<file path="src/design/i3c_pkg.sv">
// Shared types for the I3C controller; DAT depth and SCL divider are fixed here, not per instance
package i3c_pkg;

  // DAT geometry
  localparam int DAT_DEPTH = 16;
  localparam int DAT_AW    = 4;

  // Bus timing, in clk_i cycles per SCL half period
  localparam int SCL_HALF_CYCLES = 4;
  localparam int SCL_CNT_W       = $clog2(SCL_HALF_CYCLES);

  localparam logic [6:0] CCC_BCAST_ADDR = 7'h7E;

  // Bit index of the ACK slot after eight data bits
  localparam logic [3:0] BIT_ACK = 4'd8;

  // Register map, byte offsets
  localparam logic [7:0] REG_CMD      = 8'h00;
  localparam logic [7:0] REG_STATUS   = 8'h04;
  localparam logic [7:0] REG_IRQ_EN   = 8'h08;
  localparam logic [7:0] REG_DAT_BASE = 8'h80;

  // Command attribute, top bit of the command word
  localparam logic CMD_ATTR_REGULAR = 1'b0;
  localparam logic CMD_ATTR_CCC     = 1'b1;

  typedef struct packed {
    logic [39:0] rsvd_hi;
    logic        use_dyn;
    logic [6:0]  dyn_addr;
    logic [8:0]  rsvd_lo;
    logic [6:0]  static_addr;
  } dat_entry_t;

  typedef struct packed {
    logic              attr;
    logic [14:0]       rsvd_hi;
    logic [7:0]        data;
    logic [3:0]        rsvd_lo;
    logic [DAT_AW-1:0] dat_idx;
  } regular_cmd_t;

  typedef struct packed {
    logic        attr;
    logic [22:0] rsvd;
    logic [7:0]  ccc_code;
  } ccc_cmd_t;

  // Same command word, view picked by attr
  typedef union packed {
    regular_cmd_t regular;
    ccc_cmd_t     ccc;
  } cmd_desc_u;

  typedef struct packed {
    logic              req;
    logic              write;
    logic [DAT_AW-1:0] addr;
    logic [63:0]       wdata;
    logic [1:0]        wmask;
  } dat_mem_req_t;

  typedef struct packed {
    logic [63:0] rdata;
  } dat_mem_rsp_t;

  // Bit 0 busy, bit 1 done, bit 2 nack
  typedef struct packed {
    logic nack;
    logic done;
    logic busy;
  } status_t;

  typedef struct packed {
    logic       start;
    logic [7:0] tx_byte;
    logic       first;
    logic       last;
    logic       od;
  } phy_req_t;

  typedef enum logic [2:0] {
    S_IDLE, S_LOOKUP, S_ADDR, S_ADDR_WAIT, S_DATA, S_DATA_WAIT
  } ctrl_state_e;

  typedef enum logic [2:0] {
    PHY_IDLE, PHY_START, PHY_BIT, PHY_STOP_LO, PHY_STOP_HI, PHY_HOLD
  } phy_state_e;

endpackage
</file>
<file path="src/design/i3c_wrapper.sv">
// Controller top with digital bus pins only; scl_i is a monitor input and not used by the phy
`timescale 1ns/1ps

module i3c_wrapper (
  input  logic        clk_i,
  input  logic        arst_n_i,
  input  logic [7:0]  reg_addr_i,
  input  logic [31:0] reg_wdata_i,
  input  logic        reg_we_i,
  input  logic        reg_re_i,
  output logic [31:0] reg_rdata_o,
  input  logic        scl_i,
  input  logic        sda_i,
  output logic        scl_o,
  output logic        sda_o,
  output logic        sel_od_pp_o,
  output logic        irq_o
);
  import i3c_pkg::*;

  cmd_desc_u    cmd;
  logic         cmd_valid;
  status_t      status;
  logic         xfer_done;
  logic         nack;
  dat_mem_req_t csr_dat_req;
  dat_mem_req_t ctrl_dat_req;
  dat_mem_req_t ram_req;
  dat_mem_rsp_t ram_rsp;
  logic         csr_dat_gnt;
  phy_req_t     phy_req;
  logic         byte_done;
  logic         ack_ok;

  // DAT port mux, the controller fetch has priority
  assign ram_req     = ctrl_dat_req.req ? ctrl_dat_req : csr_dat_req;
  assign csr_dat_gnt = csr_dat_req.req && !ctrl_dat_req.req;

  i3c_csr i3c_csr_i (
    .clk_i,
    .arst_n_i,
    .reg_addr_i,
    .reg_wdata_i,
    .reg_we_i,
    .reg_re_i,
    .reg_rdata_o,
    .irq_o,
    .cmd_valid_o (cmd_valid),
    .cmd_o       (cmd),
    .dat_req_o   (csr_dat_req),
    .dat_gnt_i   (csr_dat_gnt),
    .status_i    (status),
    .xfer_done_i (xfer_done),
    .nack_i      (nack)
  );

  i3c_xfer_ctrl i3c_xfer_ctrl_i (
    .clk_i,
    .arst_n_i,
    .cmd_valid_i (cmd_valid),
    .cmd_i       (cmd),
    .dat_req_o   (ctrl_dat_req),
    .dat_rsp_i   (ram_rsp),
    .phy_req_o   (phy_req),
    .byte_done_i (byte_done),
    .ack_ok_i    (ack_ok),
    .status_o    (status),
    .xfer_done_o (xfer_done),
    .nack_o      (nack)
  );

  i3c_dat_ram i3c_dat_ram_i (
    .clk_i,
    .arst_n_i,
    .req_i (ram_req),
    .rsp_o (ram_rsp)
  );

  i3c_bit_phy i3c_bit_phy_i (
    .clk_i,
    .arst_n_i,
    .req_i       (phy_req),
    .sda_i,
    .scl_o,
    .sda_o,
    .sel_od_pp_o,
    .byte_done_o (byte_done),
    .ack_ok_o    (ack_ok)
  );

endmodule

</file>
<file path="src/design/i3c_bit_phy.sv">
// SCL/SDA bit engine; first must be set only from an idle bus, no repeated START, no clock stretch
`timescale 1ns/1ps

module i3c_bit_phy (
  input  logic              clk_i,
  input  logic              arst_n_i,
  input  i3c_pkg::phy_req_t req_i,
  input  logic              sda_i,
  output logic              scl_o,
  output logic              sda_o,
  output logic              sel_od_pp_o,
  output logic              byte_done_o,
  output logic              ack_ok_o
);
  import i3c_pkg::*;

  phy_state_e           state_q;
  logic [SCL_CNT_W-1:0] cnt_q;
  logic                 tick;
  logic                 half_q;
  logic [3:0]           bit_q;
  logic [7:0]           shift_q;
  logic                 od_q;
  logic                 last_q;
  logic                 ack_q;
  logic                 done_q;
  logic                 parked;
  logic                 sda_d;
  logic                 sel_d;
  logic                 sda_q;
  logic                 sel_q;

  assign tick   = cnt_q == SCL_CNT_W'(SCL_HALF_CYCLES - 1);
  assign parked = (state_q == PHY_IDLE) || (state_q == PHY_HOLD);

  always_ff @(posedge clk_i or negedge arst_n_i) begin
    if (!arst_n_i) begin
      state_q <= PHY_IDLE;
      cnt_q   <= '0;
      half_q  <= 1'b0;
      bit_q   <= '0;
      ack_q   <= 1'b0;
      done_q  <= 1'b0;
    end else begin
      done_q <= 1'b0;
      cnt_q  <= (parked || tick) ? '0 : cnt_q + 1'b1;
      case (state_q)
        PHY_IDLE, PHY_HOLD: begin
          if (req_i.start) begin
            bit_q   <= '0;
            half_q  <= 1'b0;
            state_q <= req_i.first ? PHY_START : PHY_BIT;
          end
        end
        PHY_START: if (tick) state_q <= PHY_BIT;
        PHY_BIT: begin
          if (tick) begin
            half_q <= ~half_q;
            if (half_q && bit_q == BIT_ACK) begin
              // Sample at the end of SCL high
              ack_q <= ~sda_i;
              if (last_q || sda_i) begin
                state_q <= PHY_STOP_LO;
              end else begin
                state_q <= PHY_HOLD;
                done_q  <= 1'b1;
              end
            end else if (half_q) begin
              bit_q <= bit_q + 1'b1;
            end
          end
        end
        PHY_STOP_LO: if (tick) state_q <= PHY_STOP_HI;
        PHY_STOP_HI: begin
          if (tick) begin
            state_q <= PHY_IDLE;
            done_q  <= 1'b1;
          end
        end
        default: state_q <= PHY_IDLE;
      endcase
    end
  end

  // Byte shifter and frame flags, MSB first
  always_ff @(posedge clk_i) begin
    if (parked && req_i.start) begin
      shift_q <= req_i.tx_byte;
      od_q    <= req_i.od;
      last_q  <= req_i.last;
    end else if (state_q == PHY_BIT && tick && half_q) begin
      shift_q <= {shift_q[6:0], 1'b0};
    end
  end

  always_comb begin
    scl_o = 1'b1;
    sda_d = 1'b1;
    sel_d = 1'b0;
    case (state_q)
      PHY_START: sda_d = 1'b0;
      PHY_BIT: begin
        scl_o = half_q;
        if (bit_q != BIT_ACK) begin
          sda_d = shift_q[7];
          sel_d = ~od_q;
        end
      end
      PHY_STOP_LO: begin
        scl_o = 1'b0;
        sda_d = 1'b0;
      end
      PHY_STOP_HI: sda_d = 1'b0;
      PHY_HOLD:    scl_o = 1'b0;
      default: ;
    endcase
  end

  // SDA lags SCL by one cycle so START/STOP edges land with SCL high
  always_ff @(posedge clk_i or negedge arst_n_i) begin
    if (!arst_n_i) begin
      sda_q <= 1'b1;
      sel_q <= 1'b0;
    end else begin
      sda_q <= sda_d;
      sel_q <= sel_d;
    end
  end

  assign sda_o       = sda_q;
  assign sel_od_pp_o = sel_q;
  assign byte_done_o = done_q;
  assign ack_ok_o    = ack_q;

  // Target drives ACK while SCL is high, so no push-pull then
  a_ack_open_drain : assert property (@(posedge clk_i) disable iff (!arst_n_i)
    state_q == PHY_BIT && bit_q == BIT_ACK && half_q |-> !sel_od_pp_o);

endmodule

</file>
<file path="src/design/i3c_dat_ram.sv">
// Single-port DAT memory, 32-bit write granularity, read data one cycle after the request
`timescale 1ns/1ps

module i3c_dat_ram (
  input  logic                  clk_i,
  input  logic                  arst_n_i,
  input  i3c_pkg::dat_mem_req_t req_i,
  output i3c_pkg::dat_mem_rsp_t rsp_o
);
  import i3c_pkg::*;

  logic [63:0] mem_q [DAT_DEPTH];
  logic [63:0] rdata_q;

  always_ff @(posedge clk_i) begin
    if (req_i.req && req_i.write) begin
      for (int h = 0; h < 2; h++) begin
        if (req_i.wmask[h]) begin
          mem_q[req_i.addr][h*32 +: 32] <= req_i.wdata[h*32 +: 32];
        end
      end
    end
  end

  // Read port register
  always_ff @(posedge clk_i or negedge arst_n_i) begin
    if (!arst_n_i) begin
      rdata_q <= '0;
    end else if (req_i.req && !req_i.write) begin
      rdata_q <= mem_q[req_i.addr];
    end
  end

  assign rsp_o.rdata = rdata_q;

  a_addr_range : assert property (@(posedge clk_i) disable iff (!arst_n_i)
    req_i.req |-> int'(req_i.addr) < DAT_DEPTH);

endmodule

</file>
<file path="src/design/i3c_xfer_ctrl.sv">
// Frame sequencer for private writes and broadcast CCCs; one command in flight, no reads
`timescale 1ns/1ps

module i3c_xfer_ctrl (
  input  logic                  clk_i,
  input  logic                  arst_n_i,
  input  logic                  cmd_valid_i,
  input  i3c_pkg::cmd_desc_u    cmd_i,
  output i3c_pkg::dat_mem_req_t dat_req_o,
  input  i3c_pkg::dat_mem_rsp_t dat_rsp_i,
  output i3c_pkg::phy_req_t     phy_req_o,
  input  logic                  byte_done_i,
  input  logic                  ack_ok_i,
  output i3c_pkg::status_t      status_o,
  output logic                  xfer_done_o,
  output logic                  nack_o
);
  import i3c_pkg::*;

  ctrl_state_e state_q;
  ctrl_state_e state_d;
  cmd_desc_u   cmd_q;
  dat_entry_t  entry;
  logic [6:0]  tgt_addr;
  logic [7:0]  payload;
  logic        is_ccc;
  logic        done_q;
  logic        nack_q;

  assign is_ccc = cmd_q.regular.attr == CMD_ATTR_CCC;
  assign entry  = dat_entry_t'(dat_rsp_i.rdata);

  // DAT read data is valid in S_ADDR, one cycle after the fetch
  always_comb begin
    if (is_ccc) begin
      tgt_addr = CCC_BCAST_ADDR;
    end else if (entry.use_dyn) begin
      tgt_addr = entry.dyn_addr;
    end else begin
      tgt_addr = entry.static_addr;
    end
  end

  assign payload = is_ccc ? cmd_q.ccc.ccc_code : cmd_q.regular.data;

  always_comb begin
    state_d     = state_q;
    dat_req_o   = '0;
    phy_req_o   = '0;
    xfer_done_o = 1'b0;
    nack_o      = 1'b0;
    case (state_q)
      S_IDLE: begin
        if (cmd_valid_i) begin
          state_d = S_LOOKUP;
        end
      end
      S_LOOKUP: begin
        // CCCs skip the fetch but keep the same latency
        dat_req_o.req  = !is_ccc;
        dat_req_o.addr = cmd_q.regular.dat_idx;
        state_d        = S_ADDR;
      end
      S_ADDR: begin
        phy_req_o.start   = 1'b1;
        phy_req_o.tx_byte = {tgt_addr, 1'b0};
        phy_req_o.first   = 1'b1;
        phy_req_o.od      = 1'b1;
        state_d           = S_ADDR_WAIT;
      end
      S_ADDR_WAIT: begin
        if (byte_done_i) begin
          if (ack_ok_i) begin
            state_d = S_DATA;
          end else begin
            // Phy has already sent STOP
            xfer_done_o = 1'b1;
            nack_o      = 1'b1;
            state_d     = S_IDLE;
          end
        end
      end
      S_DATA: begin
        phy_req_o.start   = 1'b1;
        phy_req_o.tx_byte = payload;
        phy_req_o.last    = 1'b1;
        state_d           = S_DATA_WAIT;
      end
      S_DATA_WAIT: begin
        if (byte_done_i) begin
          xfer_done_o = 1'b1;
          nack_o      = !ack_ok_i;
          state_d     = S_IDLE;
        end
      end
      default: state_d = S_IDLE;
    endcase
  end

  always_ff @(posedge clk_i or negedge arst_n_i) begin
    if (!arst_n_i) begin
      state_q <= S_IDLE;
      done_q  <= 1'b0;
      nack_q  <= 1'b0;
    end else begin
      state_q <= state_d;
      if (cmd_valid_i) begin
        done_q <= 1'b0;
        nack_q <= 1'b0;
      end else if (xfer_done_o) begin
        done_q <= 1'b1;
        nack_q <= nack_o;
      end
    end
  end

  always_ff @(posedge clk_i) begin
    if (cmd_valid_i) begin
      cmd_q <= cmd_i;
    end
  end

  // Outcome of the last frame, cleared at launch
  assign status_o.busy = state_q != S_IDLE;
  assign status_o.done = done_q;
  assign status_o.nack = nack_q;

  // The CSR busy drop must keep launches out of a running frame
  a_no_launch_busy : assert property (@(posedge clk_i) disable iff (!arst_n_i)
    cmd_valid_i |-> state_q == S_IDLE);

endmodule

</file>
<file path="src/design/i3c_csr.sv">
// Register front end; DAT window is write-only, CMD writes while busy are silently dropped
`timescale 1ns/1ps

module i3c_csr (
  input  logic                  clk_i,
  input  logic                  arst_n_i,
  input  logic [7:0]            reg_addr_i,
  input  logic [31:0]           reg_wdata_i,
  input  logic                  reg_we_i,
  input  logic                  reg_re_i,
  output logic [31:0]           reg_rdata_o,
  output logic                  irq_o,
  output logic                  cmd_valid_o,
  output i3c_pkg::cmd_desc_u    cmd_o,
  output i3c_pkg::dat_mem_req_t dat_req_o,
  input  logic                  dat_gnt_i,
  input  i3c_pkg::status_t      status_i,
  input  logic                  xfer_done_i,
  input  logic                  nack_i
);
  import i3c_pkg::*;

  dat_mem_req_t wr_req;
  dat_mem_req_t pend_q;
  status_t      st_rd;
  status_t      st_clr;
  logic         done_q;
  logic         nack_q;
  logic         irq_en_q;

  // Launch straight from the strobe, only when the controller is idle
  assign cmd_valid_o = reg_we_i && (reg_addr_i == REG_CMD) && !status_i.busy;
  assign cmd_o       = cmd_desc_u'(reg_wdata_i);

  // DAT window, address bit 2 picks the 32-bit half
  always_comb begin
    wr_req       = '0;
    wr_req.req   = reg_we_i && (reg_addr_i >= REG_DAT_BASE);
    wr_req.write = 1'b1;
    wr_req.addr  = reg_addr_i[DAT_AW+2:3];
    wr_req.wdata = {2{reg_wdata_i}};
    wr_req.wmask = reg_addr_i[2] ? 2'b10 : 2'b01;
  end

  // A write that loses to the DAT fetch goes out on the next cycle
  assign dat_req_o = pend_q.req ? pend_q : wr_req;

  always_ff @(posedge clk_i or negedge arst_n_i) begin
    if (!arst_n_i) begin
      pend_q <= '0;
    end else if (pend_q.req) begin
      if (dat_gnt_i) begin
        pend_q <= wr_req;
      end
    end else if (wr_req.req && !dat_gnt_i) begin
      pend_q <= wr_req;
    end
  end

  assign st_clr = status_t'(reg_wdata_i[2:0]);

  // Sticky flags, write 1 to clear; a new completion wins
  always_ff @(posedge clk_i or negedge arst_n_i) begin
    if (!arst_n_i) begin
      done_q   <= 1'b0;
      nack_q   <= 1'b0;
      irq_en_q <= 1'b0;
    end else begin
      if (xfer_done_i) begin
        done_q <= 1'b1;
        nack_q <= nack_i;
      end else if (reg_we_i && reg_addr_i == REG_STATUS) begin
        done_q <= done_q & ~st_clr.done;
        nack_q <= nack_q & ~st_clr.nack;
      end
      if (reg_we_i && reg_addr_i == REG_IRQ_EN) begin
        irq_en_q <= reg_wdata_i[0];
      end
    end
  end

  assign irq_o = done_q & irq_en_q;

  always_comb begin
    st_rd      = status_i;
    st_rd.done = done_q;
    st_rd.nack = nack_q;
  end

  always_ff @(posedge clk_i) begin
    if (reg_re_i) begin
      case (reg_addr_i)
        REG_STATUS: reg_rdata_o <= {29'b0, st_rd};
        REG_IRQ_EN: reg_rdata_o <= {31'b0, irq_en_q};
        default:    reg_rdata_o <= '0;
      endcase
    end
  end

  a_dat_wmask_onehot : assert property (@(posedge clk_i) disable iff (!arst_n_i)
    dat_req_o.req && dat_req_o.write |-> $onehot(dat_req_o.wmask));

endmodule

</file>
<file path="config.mk">
export PLATFORM = sky130hd
export DESIGN_NAME = i3c_wrapper
export DESIGN_NICKNAME = d
export VERILOG_FILES = /design/src/design/i3c_pkg.sv /design/src/design/i3c_wrapper.sv /design/src/design/i3c_bit_phy.sv /design/src/design/i3c_dat_ram.sv /design/src/design/i3c_xfer_ctrl.sv /design/src/design/i3c_csr.sv
export SDC_FILE = /design/constraint.sdc
export NUM_CORES = 1
export LEC_CHECK = 0
export BUFFER_PORTS_ARGS = -buffer_cell sky130_fd_sc_hd__buf_4
export CORE_MARGIN = 2
export CORE_UTILIZATION = 25
export DETAILED_ROUTE_END_ITERATION = 10
export PLACE_DENSITY_LB_ADDON = 0.12
export RECOVER_POWER = 25
export SLEW_MARGIN = 40
export SYNTH_ARGS = -nofsm -noshare
export SYNTH_HDL_FRONTEND = slang
export SYNTH_SLANG_ARGS = --single-unit
</file>
<file path="constraint.sdc">
create_clock -name clk_i -period 4.4 [get_ports clk_i]
set_input_delay 0.66 -clock clk_i [delete_from_list [all_inputs] [get_ports clk_i]]
set_output_delay 0.66 -clock clk_i [all_outputs]
set_load 0.05 [all_outputs]
</file>
==> results.toml <==
[routing]
viasPerCell = 4.73
drtAntennaViolNets = 0
via_count = 9264
route.detailed.drc = 0
drt-wirelength-per-cell_um = 24.3
dr.first_iter.drc_count = 616
first_pass_iters = 5
wirelength_mm = 47.5

[global_route]
grt_use_met3_pct = 2.35
first_global_vias = 9634
grt_use_met1_pct = 20.5
grt_use_total_pct = 15.0
grt_antenna_before_repair = 0
use_met2_pct = 24.6
global_route.overflow_total = 0
grt_busiest_layer = "met2"
grt_start_max_net_pins = 58
grt_first_pass_wirelength_mm = 68.7

[floorplanning]
die_w_um = 254
start_util_pct = 25.3
die_footprint_um2 = 64400
die_height_um = 254
design.portCount = 82
fp-row-count = 91
core_area_um2 = 61700

[timing]
final_max_slew_viol_count = 0
final.setup_skew_ps = 23.3
fmaxAchievable_ghz = 0.296
final_period_minus_worst_setup_slack_ps = 3380
fin_tns_setup_ps = 0
finalHoldViolCount = 0
post-route-period-util_pct = 76.8
max_slew.worst_pin.slew_ps = 1320
timing.final.setup_violations = 0
grt_setup_unrepaired = "no"
timing.slew.headroom_pct = 11.7

[setup_path]
r2r_cells = 6
r2r_start = "i3c_xfer_ctrl_i.cmd_q[31]"
worst_setup_path_start_kind = "register"
critical_path.startpoint = "i3c_xfer_ctrl_i.cmd_q[31]"
timing.rr.end = "i3c_dat_ram_i.mem_q[1][23]"
critical_path_class = "reg2reg"
crit_arrival_ps = 3640
worstPathRequired_ps = 4660
worstSetupEndpointType = "register"
crit_fanout = 37
ff2ff_setup_slack_ps = 1020

[place]
postPlaceCellArea_um2 = 17100
gpl.final_weighted_congestion = 0.760
placed_cells = 1881
place.detailed.hpwl_mm = 30.2
buffer_ports.inserted = 44

[synth]
synth.top_cell.area_share_pct = 52.0
synth_edf_count = 270
post-synth-top-area-cell = "sky130_fd_sc_hd__edfxtp_1"
syn-cell-area_um2 = 15600
synth_sequential_area_ratio_pct = 61.2
yosys_warnings = 0
synthFlopType = "sky130_fd_sc_hd__edfxtp_1"
yosys_register_bits = 327
postSynth.asyncResetShare_pct = 17.4
postSynthAreaPerCell_um2 = 15.4
count_of_mapped_cells_out_of_synthesis = 1015
cell_types_occupying_the_most_area_after_synthesis = "sky130_fd_sc_hd__edfxtp_1 52%, sky130_fd_sc_hd__mux4_2 15%, sky130_fd_sc_hd__dfrtp_1 9.0%"
post_synth_num_cell_types = 60

[layout]
area_growth_syn_to_layout_pct = 17.4
layout.nets = 1136
ff_latch_area_um2 = 9540
multi_input_comb_area_um2 = 5630
final_util_pct = 29.7
fin_cells = 1957
layout.filler_cells = 6224
final_design_area_no_fill_um2 = 18300
final_layout_size_suffix_gt1_share_pct = 28.7

[clock_network]
cts-htree-levels = 2
postCtsSetupRepairBufs = 0
cts_buffer_depth = 3
post_cts_resize_count = 0
cts_root_buf = "sky130_fd_sc_hd__clkbuf_16"
clock-sinks = 327
path_clk_slew_ps = 60
clkLatencyLatePin_ps = 560
tritoncts = "done"
cts_buffers = 40
post_cts_hold_buffer_count = 0

[pwr]
cellLeakagePower_uw = 0.00626
worst_ir_drop_vdd_mv = 0.220
total_power_uw = 7370
power_density_nw_per_um2 = 403

[min_path]
holdCritPathClass = "in2async"

[outcome]
outcome = "complete, no violations"

[job]
cap_violations = 0
-- critical path, cell delays in order (launching register included) --
cell	delay [ps]
sky130_fd_sc_hd__edfxtp_1	690
sky130_fd_sc_hd__or4b_1	400
sky130_fd_sc_hd__buf_4	610
sky130_fd_sc_hd__and3_1	360
sky130_fd_sc_hd__a21oi_4	110
sky130_fd_sc_hd__nor2_2	580
sky130_fd_sc_hd__buf_4	310
-- worst max path at each step --
stage / end / slack, ps / cells after the start
final: i3c_dat_ram_i.mem_q[1][23] / 1020 / 6
after global routing: i3c_dat_ram_i.mem_q[7][17] / 890 / 6
after CTS: i3c_dat_ram_i.mem_q[7][17] / 990 / 6
after detailed placement: i3c_dat_ram_i.mem_q[7][19] / 1020 / 6
after global placement: i3c_dat_ram_i.mem_q[14][2] / 940 / 6
after floorplan: i3c_xfer_ctrl_i.cmd_q[0] / 1140 / 3
-- synthesized netlist by cell type (16+ instances only) --
cell type and number:
sky130_fd_sc_hd__edfxtp_1 270, sky130_fd_sc_hd__mux4_2 102, sky130_fd_sc_hd__nand2_1 86, sky130_fd_sc_hd__nor2_1 70
sky130_fd_sc_hd__dfrtp_1 56, sky130_fd_sc_hd__a21oi_1 42, sky130_fd_sc_hd__mux2i_1 40, sky130_fd_sc_hd__mux2_2 35
sky130_fd_sc_hd__buf_4 31, sky130_fd_sc_hd__clkbuf_1 25, sky130_fd_sc_hd__buf_2 24, sky130_fd_sc_hd__o21ai_0 24
sky130_fd_sc_hd__a22oi_1 16
-- placed cells by master (no fill, tap or decap), types with 5 or more instances in the layout --
cell / instances
sky130_fd_sc_hd__a22oi_1: 16
sky130_fd_sc_hd__clkbuf_8: 8
sky130_fd_sc_hd__nor3_1: 8
sky130_fd_sc_hd__o21ai_0: 23
sky130_fd_sc_hd__o22ai_1: 13
sky130_fd_sc_hd__dfrtp_1: 55
sky130_fd_sc_hd__nor2_1: 41
sky130_fd_sc_hd__buf_4: 64
sky130_fd_sc_hd__or3_1: 5
sky130_fd_sc_hd__o22a_1: 7
sky130_fd_sc_hd__nand3_1: 12
sky130_fd_sc_hd__conb_1: 29
sky130_fd_sc_hd__mux2_2: 35
sky130_fd_sc_hd__nor2_2: 28
sky130_fd_sc_hd__a21oi_1: 42
sky130_fd_sc_hd__clkinv_2: 11
sky130_fd_sc_hd__clkbuf_16: 42
sky130_fd_sc_hd__o211ai_1: 11
sky130_fd_sc_hd__clkbuf_4: 9
sky130_fd_sc_hd__edfxtp_1: 270
sky130_fd_sc_hd__o31ai_1: 5
sky130_fd_sc_hd__mux2i_1: 39
sky130_fd_sc_hd__a222oi_1: 6
sky130_fd_sc_hd__nand2_1: 86
sky130_fd_sc_hd__a32oi_1: 6
sky130_fd_sc_hd__nand3b_1: 5
sky130_fd_sc_hd__o32a_1: 6
sky130_fd_sc_hd__mux4_2: 102
sky130_fd_sc_hd__inv_1: 13
sky130_fd_sc_hd__a31oi_1: 8
sky130_fd_sc_hd__nand4_1: 5
sky130_fd_sc_hd__a21o_1: 9
sky130_fd_sc_hd__clkinv_1: 6
sky130_fd_sc_hd__clkbuf_1: 24
-- routing by layer --
metal	routed length (µm)	part of all wire [%]
met5	0	0
met4	1080	2.3
met3	1840	3.9
met2	22600	48
met1	22000	46
-- through the flow --
step / hold WS, ps / setup slack [ps]
5_1_grt: 151 / 888
6_report: 118 / 1020
2_1_floorplan: 364 / 1140
3_3_place_gp: 419 / 936
4_1_cts: 114 / 991
3_5_place_dp: 420 / 1020
-- state kept, by name, indices dropped and copies added, names as in the netlist --
name                       count
i3c_xfer_ctrl_i.state_q        3
i3c_csr_i.pend_q              22
i3c_bit_phy_i.state_q          3
i3c_csr_i.nack_q               1
i3c_bit_phy_i.sel_od_pp_o      1
i3c_dat_ram_i.mem_q          240
i3c_bit_phy_i.half_q           1
i3c_bit_phy_i.ack_ok_o         1
i3c_bit_phy_i.cnt_q            2
i3c_bit_phy_i.bit_q            4
i3c_bit_phy_i.sda_o            1
i3c_csr_i.done_q               1
i3c_csr_i.irq_en_q             1
i3c_xfer_ctrl_i.cmd_q         17
i3c_dat_ram_i.rsp_o           15
i3c_bit_phy_i.shift_q          8
i3c_csr_i.reg_rdata_o          3
i3c_bit_phy_i.od_q             1
i3c_bit_phy_i.byte_done_o      1
i3c_bit_phy_i.last_q           1
-- kinds of logic after synthesis --
group | synth area share (%)
buf+inv | 3.97
flops | 61.2
mux | 20.6
xor+xnor | 0.169
simple gates | 6.15
other cells | 0.0241
compound gates | 7.62
fa+ha+maj | 0.305
-- area by class of cell --
type,count,area share [%]
inverter,14,0.287
clock buffer,55,6.45
multi-input combinational,606,30.8
tap,837,5.72
antenna,1,0.0137
clock inverter,19,0.697
sequential,327,52.1
timing repair buffer,98,3.95
-- power breakdown --
group | switching [µW] | internal, µW | leakage [µW] | total (µW)
clock network | 1330 | 1930 | 0.000653 | 3260
logic | 321 | 212 | 0.00246 | 533
registers | 112 | 3470 | 0.00314 | 3580
(Power assumes the default switching activity.)
